==> src/source/rs_params.svh <==
`ifndef RS_PARAMS_SVH
`define RS_PARAMS_SVH

// Scheduler sizing
// Each slot index has a fixed role
`define RS_SZ 5

// Physical register tag width
// Tag 0 stands for no register and never wakes anything up
`define TAG_W 6

// Execution unit depths in cycles from issue edge to result
`define MEM_LAT 2
`define MUL_LAT 3

`endif

==> src/source/isa_pkg.sv <==
package isa_pkg;

	// Operation codes as seen by the scheduler
	typedef enum logic [3:0] {
		ADD    = 4'd0,
		SUB    = 4'd1,
		AND    = 4'd2,
		OR     = 4'd3,
		XOR    = 4'd4,
		SLT    = 4'd5,
		MUL    = 4'd6,
		MULH   = 4'd7,
		MULHSU = 4'd8,
		MULHU  = 4'd9,
		LOAD   = 4'd10,
		STORE  = 4'd11
	} alu_func_t;

	// Execution unit that owns an operation
	typedef enum logic [1:0] {
		FU_ALU = 2'd0,
		FU_MEM = 2'd1,
		FU_MUL = 2'd2
	} fu_class_t;

	function automatic fu_class_t func_class(alu_func_t func);
		case (func)
			MUL, MULH, MULHSU, MULHU: return FU_MUL;
			LOAD, STORE:              return FU_MEM;
			default:                  return FU_ALU;
		endcase
	endfunction

	// Multiplies that return the upper half of the product
	function automatic logic is_high_mul(alu_func_t func);
		return func inside {MULH, MULHSU, MULHU};
	endfunction

endpackage

==> src/source/rs_pkg.sv <==
`include "rs_params.svh"

package rs_pkg;

	typedef logic [`TAG_W-1:0] tag_t;

	typedef logic [$clog2(`RS_SZ)-1:0] slot_idx_t;

	// The operation reads a source marked valid
	// A ready source already has its value
	typedef struct packed {
		tag_t tag;
		logic valid;
		logic ready;
	} operand_t;

	typedef struct packed {
		logic                busy;
		logic                issued;
		isa_pkg::alu_func_t  func;
		tag_t                dest;
		operand_t            src1;
		operand_t            src2;
	} rs_entry_t;

	// Fixed slot roles
	localparam slot_idx_t SLOT_MUL   = 3'd0;
	localparam slot_idx_t SLOT_LOAD  = 3'd1;
	localparam slot_idx_t SLOT_STORE = 3'd2;
	localparam slot_idx_t SLOT_ALU0  = 3'd3;
	localparam slot_idx_t SLOT_ALU1  = 3'd4;

endpackage

==> src/source/latency_pipe.sv <==
module latency_pipe #(
	parameter type payload_t = logic,
	parameter int  DEPTH     = 2
) (
	input  logic     clock,
	input  logic     reset,
	input  logic     flush,
	input  logic     in_valid,
	input  payload_t in_data,
	input  logic     hold,
	output logic     out_valid,
	output payload_t out_data,
	output logic     full
);

	logic     stage_valid [DEPTH];
	payload_t stage_data  [DEPTH];
	logic     stage_take  [DEPTH];

	// A stage loads when it is empty or its contents move on
	always_comb begin
		stage_take[DEPTH-1] = !hold;
		for (int i = DEPTH - 2; i >= 0; i--) begin
			stage_take[i] = !stage_valid[i] || stage_take[i+1];
		end
	end

	always_ff @(posedge clock) begin
		if (reset || flush) begin
			for (int i = 0; i < DEPTH; i++) begin
				stage_valid[i] <= 1'b0;
			end
		end else begin
			if (stage_take[0]) begin
				stage_valid[0] <= in_valid;
			end
			for (int i = 1; i < DEPTH; i++) begin
				if (stage_take[i]) begin
					stage_valid[i] <= stage_valid[i-1];
				end
			end
		end
	end

	always_ff @(posedge clock) begin
		if (stage_take[0]) begin
			stage_data[0] <= in_data;
		end
		for (int i = 1; i < DEPTH; i++) begin
			if (stage_take[i]) begin
				stage_data[i] <= stage_data[i-1];
			end
		end
	end

	assign out_valid = stage_valid[DEPTH-1];
	assign out_data  = stage_data[DEPTH-1];
	assign full      = !stage_take[0];

endmodule

==> src/source/reservation_station.sv <==
`include "rs_params.svh"

module reservation_station (
	input  logic               clock,
	input  logic               reset,
	input  logic               interrupt,

	input  logic               dispatch_valid,
	input  isa_pkg::alu_func_t dispatch_func,
	input  rs_pkg::tag_t       dispatch_dest,
	input  rs_pkg::tag_t       dispatch_src1_tag,
	input  logic               dispatch_src1_valid,
	input  logic               dispatch_src1_ready,
	input  rs_pkg::tag_t       dispatch_src2_tag,
	input  logic               dispatch_src2_valid,
	input  logic               dispatch_src2_ready,
	output logic               dispatch_ready,

	input  logic               cdb_valid,
	input  rs_pkg::tag_t       cdb_tag,

	output logic               issue_valid,
	output isa_pkg::alu_func_t issue_func,
	output rs_pkg::tag_t       issue_dest,
	output rs_pkg::slot_idx_t  issue_slot,
	input  logic               issue_stall,

	input  logic               remove_valid,
	input  rs_pkg::slot_idx_t  remove_slot
);

	rs_pkg::rs_entry_t rs_table [`RS_SZ];
	rs_pkg::rs_entry_t new_entry;
	rs_pkg::slot_idx_t dispatch_slot;

	function automatic logic cdb_match(rs_pkg::tag_t tag, logic bus_valid, rs_pkg::tag_t bus_tag);
		return bus_valid && tag != '0 && tag == bus_tag;
	endfunction

	function automatic logic operand_ok(rs_pkg::operand_t op);
		return !op.valid || op.ready;
	endfunction

	// Stores, loads and multiplies own one slot each while ALU ops share two
	always_comb begin
		case (isa_pkg::func_class(dispatch_func))
			isa_pkg::FU_MUL: dispatch_slot = rs_pkg::SLOT_MUL;
			isa_pkg::FU_MEM: begin
				dispatch_slot = (dispatch_func == isa_pkg::STORE) ? rs_pkg::SLOT_STORE
				                                                   : rs_pkg::SLOT_LOAD;
			end
			default: begin
				dispatch_slot = rs_table[rs_pkg::SLOT_ALU0].busy ? rs_pkg::SLOT_ALU1
				                                                 : rs_pkg::SLOT_ALU0;
			end
		endcase
	end

	assign dispatch_ready = !rs_table[dispatch_slot].busy;

	// Incoming sources also catch a broadcast in the same cycle
	always_comb begin
		new_entry.busy        = 1'b1;
		new_entry.issued      = 1'b0;
		new_entry.func        = dispatch_func;
		new_entry.dest        = dispatch_dest;
		new_entry.src1.tag    = dispatch_src1_tag;
		new_entry.src1.valid  = dispatch_src1_valid;
		new_entry.src1.ready  = dispatch_src1_ready ||
		                        cdb_match(dispatch_src1_tag, cdb_valid, cdb_tag);
		new_entry.src2.tag    = dispatch_src2_tag;
		new_entry.src2.valid  = dispatch_src2_valid;
		new_entry.src2.ready  = dispatch_src2_ready ||
		                        cdb_match(dispatch_src2_tag, cdb_valid, cdb_tag);
	end

	// Highest ready index wins
	always_comb begin
		issue_valid = 1'b0;
		issue_slot  = '0;
		for (int i = 0; i < `RS_SZ; i++) begin
			if (rs_table[i].busy && !rs_table[i].issued &&
			    operand_ok(rs_table[i].src1) && operand_ok(rs_table[i].src2)) begin
				issue_valid = 1'b1;
				issue_slot  = rs_pkg::slot_idx_t'(i);
			end
		end
	end

	assign issue_func = rs_table[issue_slot].func;
	assign issue_dest = rs_table[issue_slot].dest;

	always_ff @(posedge clock) begin
		if (reset || interrupt) begin
			for (int i = 0; i < `RS_SZ; i++) begin
				rs_table[i].busy   <= 1'b0;
				rs_table[i].issued <= 1'b0;
			end
		end else begin
			// Wakeup
			for (int i = 0; i < `RS_SZ; i++) begin
				if (cdb_match(rs_table[i].src1.tag, cdb_valid, cdb_tag)) begin
					rs_table[i].src1.ready <= 1'b1;
				end
				if (cdb_match(rs_table[i].src2.tag, cdb_valid, cdb_tag)) begin
					rs_table[i].src2.ready <= 1'b1;
				end
			end

			if (issue_valid && !issue_stall) begin
				rs_table[issue_slot].issued <= 1'b1;
			end

			if (dispatch_valid && dispatch_ready) begin
				rs_table[dispatch_slot] <= new_entry;
			end

			if (remove_valid) begin
				rs_table[remove_slot].busy   <= 1'b0;
				rs_table[remove_slot].issued <= 1'b0;
			end
		end
	end

	// An accepted operation lands in a free slot and waits there unissued
	assert property (@(posedge clock) disable iff (reset || interrupt)
		dispatch_valid && dispatch_ready |=>
		rs_table[$past(dispatch_slot)].busy && !rs_table[$past(dispatch_slot)].issued);

	// Completions only come back for entries that were handed to a unit
	assert property (@(posedge clock) disable iff (reset)
		remove_valid |-> rs_table[remove_slot].busy && rs_table[remove_slot].issued);

endmodule

==> src/source/exec_units.sv <==
`include "rs_params.svh"

module exec_units (
	input  logic               clock,
	input  logic               reset,
	input  logic               interrupt,

	input  logic               issue_valid,
	input  isa_pkg::alu_func_t issue_func,
	input  rs_pkg::tag_t       issue_dest,
	input  rs_pkg::slot_idx_t  issue_slot,
	output logic               issue_stall,

	input  logic               grant_alu,
	input  logic               grant_mem,
	input  logic               grant_mul,

	output logic               done_valid_alu,
	output logic               done_valid_mem,
	output logic               done_valid_mul,
	output rs_pkg::tag_t       done_dest_alu,
	output rs_pkg::tag_t       done_dest_mem,
	output rs_pkg::tag_t       done_dest_mul,
	output rs_pkg::slot_idx_t  done_slot_alu,
	output rs_pkg::slot_idx_t  done_slot_mem,
	output rs_pkg::slot_idx_t  done_slot_mul,
	output logic               done_store
);

	typedef struct packed {
		rs_pkg::tag_t      dest;
		rs_pkg::slot_idx_t slot;
	} mem_op_t;

	// Upper-half select rides along for the product datapath
	typedef struct packed {
		rs_pkg::tag_t      dest;
		rs_pkg::slot_idx_t slot;
		logic              high;
	} mul_op_t;

	isa_pkg::fu_class_t issue_class;
	logic               alu_hold;
	logic               mem_hold;
	logic               mul_hold;
	logic               mem_full;
	logic               mul_full;
	mem_op_t            mem_in;
	mem_op_t            mem_out;
	mul_op_t            mul_in;
	mul_op_t            mul_out;

	assign issue_class = isa_pkg::func_class(issue_func);

	// A finished result sits until the CDB takes it
	assign alu_hold = done_valid_alu && !grant_alu;
	assign mem_hold = done_valid_mem && !grant_mem;
	assign mul_hold = done_valid_mul && !grant_mul;

	always_comb begin
		case (issue_class)
			isa_pkg::FU_MEM: issue_stall = mem_full;
			isa_pkg::FU_MUL: issue_stall = mul_full;
			default:         issue_stall = alu_hold;
		endcase
	end

	// Single-cycle ALU
	always_ff @(posedge clock) begin
		if (reset || interrupt) begin
			done_valid_alu <= 1'b0;
		end else if (!alu_hold) begin
			done_valid_alu <= issue_valid && issue_class == isa_pkg::FU_ALU;
		end
	end

	always_ff @(posedge clock) begin
		if (!alu_hold) begin
			done_dest_alu <= issue_dest;
			done_slot_alu <= issue_slot;
		end
	end

	assign mem_in.dest = issue_dest;
	assign mem_in.slot = issue_slot;

	latency_pipe #(
		.payload_t (mem_op_t),
		.DEPTH     (`MEM_LAT)
	) mem_pipe (
		.clock     (clock),
		.reset     (reset),
		.flush     (interrupt),
		.in_valid  (issue_valid && issue_class == isa_pkg::FU_MEM),
		.in_data   (mem_in),
		.hold      (mem_hold),
		.out_valid (done_valid_mem),
		.out_data  (mem_out),
		.full      (mem_full)
	);

	assign done_dest_mem = mem_out.dest;
	assign done_slot_mem = mem_out.slot;
	assign done_store    = mem_out.slot == rs_pkg::SLOT_STORE;

	assign mul_in.dest = issue_dest;
	assign mul_in.slot = issue_slot;
	assign mul_in.high = isa_pkg::is_high_mul(issue_func);

	latency_pipe #(
		.payload_t (mul_op_t),
		.DEPTH     (`MUL_LAT)
	) mul_pipe (
		.clock     (clock),
		.reset     (reset),
		.flush     (interrupt),
		.in_valid  (issue_valid && issue_class == isa_pkg::FU_MUL),
		.in_data   (mul_in),
		.hold      (mul_hold),
		.out_valid (done_valid_mul),
		.out_data  (mul_out),
		.full      (mul_full)
	);

	assign done_dest_mul = mul_out.dest;
	assign done_slot_mul = mul_out.slot;

endmodule

==> src/source/cdb_arbiter.sv <==
module cdb_arbiter (
	input  logic              done_valid_alu,
	input  logic              done_valid_mem,
	input  logic              done_valid_mul,
	input  rs_pkg::tag_t      done_dest_alu,
	input  rs_pkg::tag_t      done_dest_mem,
	input  rs_pkg::tag_t      done_dest_mul,
	input  rs_pkg::slot_idx_t done_slot_alu,
	input  rs_pkg::slot_idx_t done_slot_mem,
	input  rs_pkg::slot_idx_t done_slot_mul,
	input  logic              done_store,

	output logic              grant_alu,
	output logic              grant_mem,
	output logic              grant_mul,
	output logic              cdb_valid,
	output rs_pkg::tag_t      cdb_tag,
	output logic              remove_valid,
	output rs_pkg::slot_idx_t remove_slot
);

	// Longest pipe drains first
	always_comb begin
		grant_mul = done_valid_mul;
		grant_mem = done_valid_mem && !done_valid_mul;
		grant_alu = done_valid_alu && !done_valid_mem && !done_valid_mul;
		assert ($onehot0({grant_alu, grant_mem, grant_mul}));
	end

	always_comb begin
		remove_valid = 1'b1;
		if (grant_mul) begin
			cdb_tag     = done_dest_mul;
			remove_slot = done_slot_mul;
		end else if (grant_mem) begin
			cdb_tag     = done_dest_mem;
			remove_slot = done_slot_mem;
		end else if (grant_alu) begin
			cdb_tag     = done_dest_alu;
			remove_slot = done_slot_alu;
		end else begin
			remove_valid = 1'b0;
			cdb_tag      = '0;
			remove_slot  = '0;
		end
	end

	// Stores free their slot without a broadcast
	assign cdb_valid = remove_valid && !(grant_mem && done_store);

endmodule

==> src/source/rs_core.sv <==
module rs_core (
	input  logic               clock,
	input  logic               reset,
	input  logic               interrupt,

	input  logic               dispatch_valid,
	input  isa_pkg::alu_func_t dispatch_func,
	input  rs_pkg::tag_t       dispatch_dest,
	input  rs_pkg::tag_t       dispatch_src1_tag,
	input  logic               dispatch_src1_valid,
	input  logic               dispatch_src1_ready,
	input  rs_pkg::tag_t       dispatch_src2_tag,
	input  logic               dispatch_src2_valid,
	input  logic               dispatch_src2_ready,
	output logic               dispatch_ready,

	output logic               cdb_valid,
	output rs_pkg::tag_t       cdb_tag
);

	logic               issue_valid;
	isa_pkg::alu_func_t issue_func;
	rs_pkg::tag_t       issue_dest;
	rs_pkg::slot_idx_t  issue_slot;
	logic               issue_stall;

	logic               grant_alu;
	logic               grant_mem;
	logic               grant_mul;
	logic               done_valid_alu;
	logic               done_valid_mem;
	logic               done_valid_mul;
	rs_pkg::tag_t       done_dest_alu;
	rs_pkg::tag_t       done_dest_mem;
	rs_pkg::tag_t       done_dest_mul;
	rs_pkg::slot_idx_t  done_slot_alu;
	rs_pkg::slot_idx_t  done_slot_mem;
	rs_pkg::slot_idx_t  done_slot_mul;
	logic               done_store;

	logic               remove_valid;
	rs_pkg::slot_idx_t  remove_slot;

	reservation_station reservation_station_inst (
		.clock               (clock),
		.reset               (reset),
		.interrupt           (interrupt),
		.dispatch_valid      (dispatch_valid),
		.dispatch_func       (dispatch_func),
		.dispatch_dest       (dispatch_dest),
		.dispatch_src1_tag   (dispatch_src1_tag),
		.dispatch_src1_valid (dispatch_src1_valid),
		.dispatch_src1_ready (dispatch_src1_ready),
		.dispatch_src2_tag   (dispatch_src2_tag),
		.dispatch_src2_valid (dispatch_src2_valid),
		.dispatch_src2_ready (dispatch_src2_ready),
		.dispatch_ready      (dispatch_ready),
		.cdb_valid           (cdb_valid),
		.cdb_tag             (cdb_tag),
		.issue_valid         (issue_valid),
		.issue_func          (issue_func),
		.issue_dest          (issue_dest),
		.issue_slot          (issue_slot),
		.issue_stall         (issue_stall),
		.remove_valid        (remove_valid),
		.remove_slot         (remove_slot)
	);

	exec_units exec_units_inst (
		.clock          (clock),
		.reset          (reset),
		.interrupt      (interrupt),
		.issue_valid    (issue_valid),
		.issue_func     (issue_func),
		.issue_dest     (issue_dest),
		.issue_slot     (issue_slot),
		.issue_stall    (issue_stall),
		.grant_alu      (grant_alu),
		.grant_mem      (grant_mem),
		.grant_mul      (grant_mul),
		.done_valid_alu (done_valid_alu),
		.done_valid_mem (done_valid_mem),
		.done_valid_mul (done_valid_mul),
		.done_dest_alu  (done_dest_alu),
		.done_dest_mem  (done_dest_mem),
		.done_dest_mul  (done_dest_mul),
		.done_slot_alu  (done_slot_alu),
		.done_slot_mem  (done_slot_mem),
		.done_slot_mul  (done_slot_mul),
		.done_store     (done_store)
	);

	cdb_arbiter cdb_arbiter_inst (
		.done_valid_alu (done_valid_alu),
		.done_valid_mem (done_valid_mem),
		.done_valid_mul (done_valid_mul),
		.done_dest_alu  (done_dest_alu),
		.done_dest_mem  (done_dest_mem),
		.done_dest_mul  (done_dest_mul),
		.done_slot_alu  (done_slot_alu),
		.done_slot_mem  (done_slot_mem),
		.done_slot_mul  (done_slot_mul),
		.done_store     (done_store),
		.grant_alu      (grant_alu),
		.grant_mem      (grant_mem),
		.grant_mul      (grant_mul),
		.cdb_valid      (cdb_valid),
		.cdb_tag        (cdb_tag),
		.remove_valid   (remove_valid),
		.remove_slot    (remove_slot)
	);

endmodule

==> config.mk <==
export PLATFORM = sky130hd
export DESIGN_NAME = rs_core
export DESIGN_NICKNAME = d
export VERILOG_FILES = /design/src/source/isa_pkg.sv /design/src/source/rs_pkg.sv /design/src/source/latency_pipe.sv /design/src/source/reservation_station.sv /design/src/source/exec_units.sv /design/src/source/cdb_arbiter.sv /design/src/source/rs_core.sv
export VERILOG_INCLUDE_DIRS = /design/src /design/src/source
export SDC_FILE = /design/constraint.sdc
export NUM_CORES = 1
export LEC_CHECK = 0
export BUFFER_PORTS_ARGS = -buffer_cell sky130_fd_sc_hd__buf_2
export CORE_AREA = 5 5 160 162
export CTS_BUF_LIST = sky130_fd_sc_hd__clkbuf_16
export CTS_CLUSTER_SIZE = 10
export DETAILED_ROUTE_END_ITERATION = 16
export DIE_AREA = 0 0 165 167
export GPL_ROUTABILITY_DRIVEN = 1
export PLACE_DENSITY = 0.54
export SLEW_MARGIN = 20
export SYNTH_ARGS = -nofsm -noshare
export SYNTH_HDL_FRONTEND = slang
export SYNTH_SLANG_ARGS = --single-unit
export TNS_END_PERCENT = 50
==> constraint.sdc <==
create_clock -name clock -period 7.6 [get_ports clock]
set_input_delay 0.38 -clock clock [delete_from_list [all_inputs] [get_ports clock]]
set_output_delay 0.38 -clock clock [all_outputs]
set_load 0.02 [all_outputs]
==> impl_metrics.py, run 1 <==
metrics = {
    "timing": {
        "skew_ps": 21.64,
        "rsz0062_at_grt": "no",
        "finalMaxSlewViolations": 0,
        "slew_headroom_pct": 27.46,
        "fmax_mhz": 278.1,
        "post-route-period-util_pct": 47.32,
        "tightestPinTransition_ps": 1081,
        "hold_slack_ps": 164.5,
        "fin_crit_ps": 3596,
        "setup_viol_count_final": 0,
        "hold_viol_final": 0,
        "finalSetupTns_ps": 0,
        "final.setup.worst_slack_ps": 4004,
    },
    "worst_setup_path": {
        "crit_top_cell": "inv_1",
        "max_stage_delay_ps": 720,
        "crit_start": "reservation_station_inst.rs_table[4][8]$_DFF_P_",
        "rr_endpoint": "reservation_station_inst.rs_table[3][26]$_SDFF_PP0_",
        "crit_required_ps": 7910,
        "crit_chain": "nand2b_1, nand4b_1, inv_1, and2_1, a21oi_1, nand2b_1, mux2i_1, ha_1, inv_1, nand2_1, o221ai_1, inv_1, a32oi_1, nor3_1",
        "r2r_start": "reservation_station_inst.rs_table[4][8]$_DFF_P_",
        "arrival_ps": 3910,
        "worst_path_max_delay_cell": "inv_1",
        "start_kind": "register",
        "rrSetupSlack_ps": 4000,
        "r2r_cells": 14,
        "cp_max_fo": 18,
        "setup.worst_path.end_class": "register",
        "critPathKind": "reg -> reg",
    },
    "detailed_routing": {
        "firstDrtPassIters": 5,
        "drt_iter0_markers": 449,
        "antenna_left": 0,
        "wl_per_cell_um": 20.53,
        "wirelength_um": 20860,
        "via_per_inst": 5.330,
        "vias": 5415,
        "drc": 0,
    },
    "synth": {
        "yosysTopAreaCellShare_pct": 52.20,
        "synth_area_leaders": "edfxtp_1 (52%), dfxtp_1 (12%), xor2_1 (3.5%)",
        "synth-seq-cells": 195,
        "synth_fp_nets": 672,
        "ys.flop_type": "edfxtp_1",
        "synth_edf_count": 144,
        "synth_async_sr_flop_share_pct": 0,
        "synth.avg_cell_area_um2": 12.98,
        "yosysTopAreaCell": "edfxtp_1",
        "synthesis.area_um2": 8284,
        "ys_types": 77,
        "synth_common_cells": "edfxtp_1 (144), dfxtp_1 (51), a21oi_1 (34)",
        "syn_inst": 638,
        "yosys_warnings": 0,
        "synth.most_common_cell": "edfxtp_1",
        "seq_area_frac_synth_pct": 64.52,
    },
    "finish": {
        "antenna_cells": 0,
        "drive_gt1_share_pct": 14.60,
        "fin_nets": 713,
        "area_growth_pct": 13.38,
    },
    "job": {
        "cap_violations": 0,
    },
    "clock_tree": {
        "cts_max_path_buffers": 2,
        "tritoncts": "built",
        "worstSkewPairLatency_ps": 450,
        "cts_root_buf": "clkbuf_16",
        "post_cts_buffers": 0,
        "clock-sinks": 195,
        "htreeDepth": 4,
        "ctsResizeCount": 0,
        "cts.reportedPaths.clkPinSlew_ps": 80,
        "numCtsBuffers": 17,
        "cts_hold_buf": 0,
    },
    "die": {
        "fp.dieH_um": 167,
        "die_w_um": 165,
        "core_area_um2": 23960,
        "initial_core_util_pct": 34.57,
        "rows": 57,
        "num_io_pins": 38,
        "die_area_um2": 27560,
    },
    "hold_path": {
        "min_path_cells": 1,
        "hp-class": "in -> reg",
        "holdPathEnd": "reservation_station_inst.rs_table[2][18]$_DFFE_PP_",
        "hp-start": "dispatch_dest[2]",
    },
    "placement": {
        "hpwl_um": 14150,
        "dp_slack_ps": 3968,
        "place.gp.congestion": 0.8579,
        "io_buffers": 37,
    },
    "global_routing": {
        "grt_max_degree": 59,
        "grt_pass1_vias": 5353,
        "antenna_found_initial": 0,
        "grt_usage_pct": 15.33,
        "grt_pass1_wl_um": 31910,
        "grt_overflow": 0,
    },
    "outcome": {
        "status": "finished clean",
    },
    "power": {
        "ir_drop_uv": 119.0,
        "power_leakage_nw": 3.255,
        "cellPowerDensity_nw_per_um2": 231.3,
    },
}
-- power breakdown --
part,internal [mW],leakage (nW),switching [mW]
combinational,0.0428,1.19,0.0660
sequential,1.18,1.79,0.0274
clock,0.429,0.283,0.424
total,1.66,3.25,0.518
-- cells in the final DEF, fill, tap and decap left out, types with 12 or more instances in the layout --
cell,synthesis,routed
xnor2_1,27,27
dfxtp_1,51,50
o21ai_0,12,12
nor3_1,28,27
clkbuf_16,0,17
nand2_1,27,27
edfxtp_1,144,144
nor2b_1,15,15
xor2_1,33,33
a21oi_1,34,34
nand3_1,12,12
nand2b_1,13,13
buf_2,7,37
nor2_1,33,32
inv_1,16,16
buf_4,4,13
-- cell families (layout without fill, tap and decap cells) --
kind of cell	count (synthesis)	in the layout	synth area share [%]
flops	195	195	64.52
simple gates	193	193	12.93
compound gates	130	130	11.48
xor+xnor	61	61	6.540
buf+inv	44	98	2.552
mux	11	11	1.374
fa+ha+maj	4	4	0.6042
-- final cells by class --
type	count	area, um2
fillers	2279	14570
clock inverters	15	131.4
multi-input cells	399	2741
clock buffers	17	425.4
repair buffers	50	282.8
flip-flops and latches	195	5346
inverters	16	60.06
well taps	324	405.4
-- worst max path at each step --
stage	to	slack (ps)
global placement	reservation_station_inst.rs_table[1][19]$_DFFE_PP_	4110
CTS	reservation_station_inst.rs_table[2][26]$_SDFF_PP0_	3980
finish	reservation_station_inst.rs_table[3][26]$_SDFF_PP0_	4000
global route	reservation_station_inst.rs_table[1][26]$_SDFF_PP0_	3620
detailed placement	reservation_station_inst.rs_table[1][21]$_DFFE_PP_	3970
floorplan	reservation_station_inst.rs_table[2][8]$_DFF_P_	3570
-- sequential cells by signal, indices dropped and copies added, names as in the netlist --
signal	cells
reservation_station_inst.rs_table	135
exec_units_inst.mul_pipe.stage_data	27
exec_units_inst.mem_pipe.stage_data	18
exec_units_inst.done_dest_alu	6
exec_units_inst.done_slot_alu	3
exec_units_inst.mul_pipe.stage_valid	3
exec_units_inst.mem_pipe.stage_valid	2
exec_units_inst.done_valid_alu	1
-- metal layers --
metal	track usage, %	vias up	part of all wire (%)
met5	0	-	0
met4	4.485	0	1.2
met3	3.312	23	6.0
met2	24.80	182	49
met1	20.70	2705	44
li1	-	2505	-
-- critical path: cells and delay by family, from the launching register on --
kind | cells | cell delay [ps]
multiplexers | 1 | 140
buffers and inverters | 3 | 920
AND/OR/NAND/NOR | 6 | 1290
adder cells (fa/ha/maj) | 1 | 250
AO/OA/AOI/OAI | 3 | 500
flip-flops | 1 | 350
-- metrics by stage --
step                util (%)  area [um2]  std cells  power (mW)
CTS                    39.17        9387       1016       2.191
global route           39.20        9393       1016       2.247
finish                 39.20        9393       1016       2.173
floorplan                  -        8284        638       1.286
global placement       36.85        8830        984       1.340
detailed placement     36.85        8830        984       1.343
Power figures use the tool's default switching activity.
==> inputs of run 2 (changes only) <==
- clock period: 7.6 -> 3.54 ns (I/O delays scaled with it)
==> run 2 against run 1 <==
  * Register-to-register slack got worse by 3700 ps
  * Sequential share of layout area fell by 1.4 points
  * Utilization rose by 1.0 points
  * Non-clock buffer count rose by 28
  * Highest routed layer unchanged
  * Cell count rose by 2.8%
  * Maximum frequency rose by 9.5%
  * Total power rose by 120%
  * First-iteration DRC count fell by 22%
  * Die area did not move
  * Critical path depth fell by 1
  * Worst setup slack got worse by 3700 ps
  * Clock skew fell by 11 ps
==> impl_metrics.py, run 2 (same netlist as run 1, synthesis figures left out) <==
metrics = {
    "global_routing": {
        "grt_pass1_wl_um": 32470,
        "antenna_found_initial": 0,
        "grt_pass1_vias": 5559,
        "use_met3_pct": 3.139,
        "met2_usage_pct": 25.66,
        "grt_max_degree": 35,
        "grt_usage_pct": 15.47,
        "grt_overflow": 0,
        "grtUsageMet1_pct": 20.83,
        "gr-max-usage-layer": "met2",
    },
    "placement": {
        "place.gp.congestion": 0.8655,
        "hpwl_um": 14660,
        "io_buffers": 37,
        "dp_slack_ps": 320.0,
    },
    "worst_setup_path": {
        "setup.worst_path.end_class": "register",
        "cp_max_fo": 9,
        "crit_required_ps": 3850,
        "arrival_ps": 3590,
        "critPathKind": "reg -> reg",
        "start_kind": "register",
    },
    "detailed_routing": {
        "antenna_left": 0,
        "wl_per_cell_um": 20.04,
        "vias": 5493,
        "firstDrtPassIters": 5,
        "via_per_inst": 5.261,
        "drt_iter0_markers": 350,
        "wirelength_um": 20920,
        "drc": 0,
    },
    "timing": {
        "post-route-period-util_pct": 92.79,
        "finalSetupTns_ps": 0,
        "fmax_mhz": 304.4,
        "setup_viol_count_final": 0,
        "final.setup.worst_slack_ps": 255.2,
        "tightestPinTransition_ps": 909.5,
        "slew_headroom_pct": 39.21,
        "rsz0062_at_grt": "no",
        "hold_viol_final": 0,
        "fin_crit_ps": 3285,
        "skew_ps": 10.48,
        "finalMaxSlewViolations": 0,
    },
    "hold_path": {
        "hp-class": "in -> reg",
    },
    "clock_tree": {
        "worstSkewPairLatency_ps": 430,
        "cts_max_path_buffers": 2,
        "numCtsBuffers": 17,
        "post_cts_buffers": 0,
        "tritoncts": "built",
        "htreeDepth": 4,
        "cts.reportedPaths.clkPinSlew_ps": 70,
        "cts_root_buf": "clkbuf_16",
        "clock-sinks": 195,
        "cts_hold_buf": 10,
        "ctsResizeCount": 0,
    },
    "finish": {
        "final_cell_mix": "edfxtp_1 (144), dfxtp_1 (50), buf_2 (37)",
        "antenna_cells": 0,
        "seq_area_um2": 5346,
        "largest_reg_flops": 135,
        "multi_input_area_um2": 2743,
        "final_common_cell": "edfxtp_1",
        "top_register": "reservation_station_inst.rs_table",
        "area_growth_pct": 16.34,
        "drive_gt1_share_pct": 16.39,
        "reg_top3": "reservation_station_inst.rs_table (135), exec_units_inst.mul_pipe.stage_data (27), exec_units_inst.mem_pipe.stage_data (18)",
        "fillers": 2272,
        "fin_nets": 741,
    },
    "power": {
        "ir_drop_uv": 356.0,
        "cellPowerDensity_nw_per_um2": 487.2,
        "power_leakage_nw": 3.389,
    },
    "die": {
        "fp.dieH_um": 167,
        "num_io_pins": 38,
        "die_area_um2": 27560,
        "initial_core_util_pct": 34.57,
        "die_w_um": 165,
        "rows": 57,
        "core_area_um2": 23960,
    },
    "job": {
        "cap_violations": 0,
    },
    "outcome": {
        "status": "finished clean",
    },
}
## run 2: cell types whose count changed in the layout (fill, tap and decap cells not counted), sizes merged
cell	delta
buf	+18
dlygate4sd3	+10
clkinv	-4
clkinvlp	+3
clkbuf	+1
## run 2: worst max-delay path: stages, from the launching register on
cell and delay [ps]:
edfxtp_1 350, nor2b_1 190, or3_1 560, o21ai_2 200
mux2_2 390, o21a_1 230, mux2i_1 210, ha_1 260
inv_1 80, nand2_1 50, o221ai_1 220, inv_1 130
a32oi_1 210, nor3_1 70
## run 2: worst paths after layout
path                                                                   startpoint                                                  end  slack (ps)  depth (start not counted)
worst max-delay path            reservation_station_inst.rs_table[3][1]$_DFFE_PP_  reservation_station_inst.rs_table[2][26]$_SDFF_PP0_         260                         13
worst min-delay path                                          dispatch_src1_ready      reservation_station_inst.rs_table[1][8]$_DFF_P_          20                          2
worst max register to register  reservation_station_inst.rs_table[3][1]$_DFFE_PP_  reservation_station_inst.rs_table[2][26]$_SDFF_PP0_         260                         13
worst min register to register  exec_units_inst.mul_pipe.stage_data[0][2]$_DFF_P_   exec_units_inst.mul_pipe.stage_data[0][12]$_DFF_P_         330                          0
## run 2: layer usage
layer  vias to the layer above  part of all wire [%]
li1                       2565                     -
met1                      2769                    46
met2                       142                    49
met3                        17                   4.4
met4                         0                   1.1
met5                         -                     0
## run 2: layout make-up
cell class | instances | area share [%]
flip-flops and latches | 195 | 55.47
multi-input cells | 399 | 28.46
repair buffers | 78 | 5.375
clock buffers | 18 | 4.674
well taps | 324 | 4.206
clock inverters | 14 | 1.194
inverters | 16 | 0.6231
## run 2: per-stage QoR
stage	total power, mW	hold slack, ps	instance area [um2]	utilization (%)	instances
after floorplan	2.761	275.9	8289	-	638
after global placement	2.874	309.6	8971	37.44	1002
after detailed placement	2.883	312.1	8972	37.44	1002
after CTS	4.743	3.875	9638	40.22	1044
after global routing	4.854	16.39	9638	40.22	1044
final	4.696	20.46	9638	40.22	1044
## run 2: where the power goes
part	internal [mW]	total [mW]	leakage [nW]	switching (mW)
combinational	0.104	0.251	1.33	0.147
clock	0.963	1.85	0.272	0.891
sequential	2.54	2.59	1.79	0.0502
==> inputs of run 3 (changes only) <==
- ABC_AREA: default -> 1
- CORE_AREA: 5 5 160 162 -> 5 5 164 166
- DIE_AREA: 0 0 165 167 -> 0 0 169 171
- PLACE_DENSITY: 0.54 -> default
- RECOVER_POWER: default -> 50
==> run 3 against run 2 <==
  * Routed wire length fell by 3.9%
  * Critical path depth increased by 6
  * Utilization is 0.52 points lower
  * Worst setup slack improved by 94 ps
  * Die area is 4.9% higher
  * Sequential power up 3%
  * Via count rose by 11%
  * Cell count rose by 24%
  * Hold slack better by 61 ps
  * Register-to-register slack better by 90 ps
  * Total power increased by 9.1%
==> impl_metrics.py, run 3 <==
metrics = {
    "worst_setup_path": {
        "crit_chain": "inv_1, nor2_1, nand3_1, nand2_1, nand2_2, nand2_1, nand2_1, nand2_1, nor2_1, nor2_1, nand2_1, nor2_2, inv_2, ha_1, o311a_1, nand2_1, o21ai_0, nand3_1, inv_1",
        "rrSetupSlack_ps": 350,
        "r2r_cells": 19,
        "arrival_ps": 3580,
        "r2r_start": "reservation_station_inst.rs_table[4][27]$_SDFFE_PP0P_",
        "crit_start": "reservation_station_inst.rs_table[4][27]$_SDFFE_PP0P_",
        "max_stage_delay_ps": 380,
        "rr_endpoint": "reservation_station_inst.rs_table[4][26]$_SDFF_PP0_",
        "start_kind": "register",
        "setup.worst_path.end_class": "register",
        "crit_top_cell": "nand2_1",
        "crit_required_ps": 3930,
        "worst_path_max_delay_cell": "nand2_1",
        "cp-endpoint": "reservation_station_inst.rs_table[4][26]$_SDFF_PP0_",
        "cp_max_fo": 11,
        "critPathKind": "reg -> reg",
    },
    "clock_tree": {
        "htreeDepth": 1,
        "worstSkewPairLatency_ps": 510,
        "cts.reportedPaths.clkPinSlew_ps": 60,
        "cts_max_path_buffers": 3,
        "clock-sinks": 201,
        "ctsResizeCount": 0,
        "tritoncts": "built",
        "numCtsBuffers": 24,
        "post_cts_buffers": 0,
        "cts_root_buf": "clkbuf_16",
    },
    "timing": {
        "setup_viol_count_final": 0,
        "finalMaxSlewViolations": 0,
        "tightestPinTransition_ps": 647.3,
        "skew_ps": 19.19,
        "fmax_mhz": 313.4,
        "post-route-period-util_pct": 90.14,
        "finalSetupTns_ps": 0,
        "slew_headroom_pct": 56.80,
        "fin_crit_ps": 3191,
        "hold_viol_final": 0,
        "rsz0062_at_grt": "no",
        "final.setup.worst_slack_ps": 348.9,
    },
    "finish": {
        "largest_reg_flops": 141,
        "final_common_cell": "nand2_1",
        "fillers": 2418,
        "final_cell_mix": "nand2_1 (211), edfxtp_1 (147), inv_1 (90)",
        "reg_top3": "reservation_station_inst.rs_table (141), exec_units_inst.mul_pipe.stage_data (27), exec_units_inst.mem_pipe.stage_data (18)",
        "fin_nets": 971,
        "drive_gt1_share_pct": 10.47,
        "area_growth_pct": 16.46,
        "top_register": "reservation_station_inst.rs_table",
        "antenna_cells": 0,
    },
    "detailed_routing": {
        "vias": 6081,
        "via_per_inst": 4.714,
        "wl_per_cell_um": 15.58,
        "drc": 0,
        "drt_iter0_markers": 494,
        "wirelength_um": 20100,
        "firstDrtPassIters": 5,
        "antenna_left": 0,
    },
    "placement": {
        "io_buffers": 37,
        "place.gp.congestion": 0.8363,
        "dp_slack_ps": 383.9,
        "hpwl_um": 14040,
    },
    "hold_path": {
        "hp-class": "in -> reg",
    },
    "global_routing": {
        "grt_usage_pct": 13.97,
        "grt_pass1_vias": 5899,
        "grt_overflow": 0,
        "grt_max_degree": 24,
        "grt_pass1_wl_um": 32150,
        "antenna_found_initial": 0,
    },
    "outcome": {
        "status": "finished clean",
    },
    "synth": {
        "synth.most_common_cell": "nand2_1",
        "synth_async_sr_flop_share_pct": 0,
        "yosysTopAreaCellShare_pct": 50.85,
        "synth_area_leaders": "edfxtp_1 (51%), dfxtp_1 (12%), nand2_1 (9.1%)",
        "synth_edf_count": 147,
        "synth_common_cells": "nand2_1 (211), edfxtp_1 (147), nor2_1 (85)",
        "yosysTopAreaCell": "edfxtp_1",
        "ys.flop_type": "edfxtp_1",
        "synthesis.area_um2": 8681,
        "yosys_warnings": 0,
        "seq_area_frac_synth_pct": 63.30,
        "syn_inst": 856,
        "synth-seq-cells": 201,
        "ys_types": 44,
        "synth.avg_cell_area_um2": 10.14,
    },
    "power": {
        "ir_drop_uv": 284.7,
        "power_leakage_nw": 4.113,
        "cellPowerDensity_nw_per_um2": 506.8,
    },
    "die": {
        "core_area_um2": 25470,
        "die_w_um": 169,
        "die_area_um2": 28900,
        "rows": 59,
        "initial_core_util_pct": 34.08,
        "fp.dieH_um": 171,
        "num_io_pins": 38,
    },
    "job": {
        "cap_violations": 0,
    },
}
## run 3: kinds of logic (layout without fill, tap and decap cells)
kind of cell | Yosys count | count (layout) | share of synthesized area (%)
adders and majority gates | 4 | 4 | 0.5766
xor gates and xnor gates | 23 | 23 | 2.321
buffers and inverters | 103 | 200 | 5.434
and+or+nand+nor | 422 | 422 | 21.45
other | 1 | 3 | 0.04320
AOI/OAI and AO/OA | 102 | 102 | 6.875
DFF | 201 | 201 | 63.30
## run 3: critical path, delay by kind of cell, from the launching register on
family / cells / cell delay [ps]
adder cells (fa/ha/maj): 1 / 310
AO/OA/AOI/OAI: 2 / 470
flip-flops: 1 / 320
buffers and inverters: 3 / 160
AND/OR/NAND/NOR: 13 / 1810
## run 3: per-layer routing
| metal | vias up | share of wire (%) | GRT usage [%] |
|---|---|---|---|
| met2 | 140 | 48 | 23.21 |
| met5 | - | 0 | 0 |
| met1 | 2872 | 46 | 19.27 |
| met3 | 23 | 4.8 | 2.079 |
| li1 | 3046 | - | - |
| met4 | 0 | 1.8 | 3.745 |
## run 3: area by class of cell
type,count,area (um2),share of cell area [%]
clock buffers,24,600.6,5.941
flip-flops and latches,201,5495,54.36
well taps,335,419.2,4.146
clock inverters,20,90.09,0.8911
inverters,83,312.8,3.094
multi-input cells,554,2721,26.92
repair buffers,73,470.5,4.653
## run 3: what timing repair did
action / CTS / global route
setup endpoints to repair: 0 / 0
hold buffers: 17 / 0
endpoints found under the hold margin: 74 / 0
## run 3: through the flow
step | power (mW) | std cells | area (um2) | util [%] | hold slack (ps)
global placement | 3.055 | 1229 | 9290 | 36.48 | 310.5
finish | 5.123 | 1290 | 10110 | 39.70 | 81.57
detailed placement | 3.061 | 1229 | 9290 | 36.48 | 312.1
CTS | 5.185 | 1290 | 10150 | 39.86 | 0.2836
floorplan | 2.940 | 858 | 8688 | - | 275.9
global route | 5.361 | 1290 | 10110 | 39.70 | 86.29
## run 3: worst min path at each step
| stage | startpoint | end | slack [ps] | cells past startpoint |
|---|---|---|---|---|
| 6_report | dispatch_src1_ready | reservation_station_inst.rs_table[1][8]$_DFF_P_ | 80 | 4 |
| 5_1_grt | dispatch_src1_ready | reservation_station_inst.rs_table[0][8]$_DFF_P_ | 90 | 4 |
| 4_1_cts | dispatch_func[1] | reservation_station_inst.rs_table[5][23]$_DFFE_PP_ | 0.3 | 1 |
| 3_5_place_dp | exec_units_inst.mul_pipe.stage_data[0][15]$_DFF_P_ | exec_units_inst.mul_pipe.stage_data[0][25]$_DFF_P_ | 310 | 0 |
| 3_3_place_gp | exec_units_inst.mul_pipe.stage_data[0][12]$_DFF_P_ | exec_units_inst.mul_pipe.stage_data[0][22]$_DFF_P_ | 310 | 0 |
| 2_1_floorplan | dispatch_src1_tag[0] | reservation_station_inst.rs_table[0][10]$_DFFE_PP_ | 280 | 0 |
## run 3: where the power goes
| part | internal (mW) | switching, mW |
|---|---|---|
| clock | 1.22 | 0.880 |
| combinational | 0.118 | 0.240 |
| sequential | 2.64 | 0.0289 |
| total | 3.97 | 1.15 |
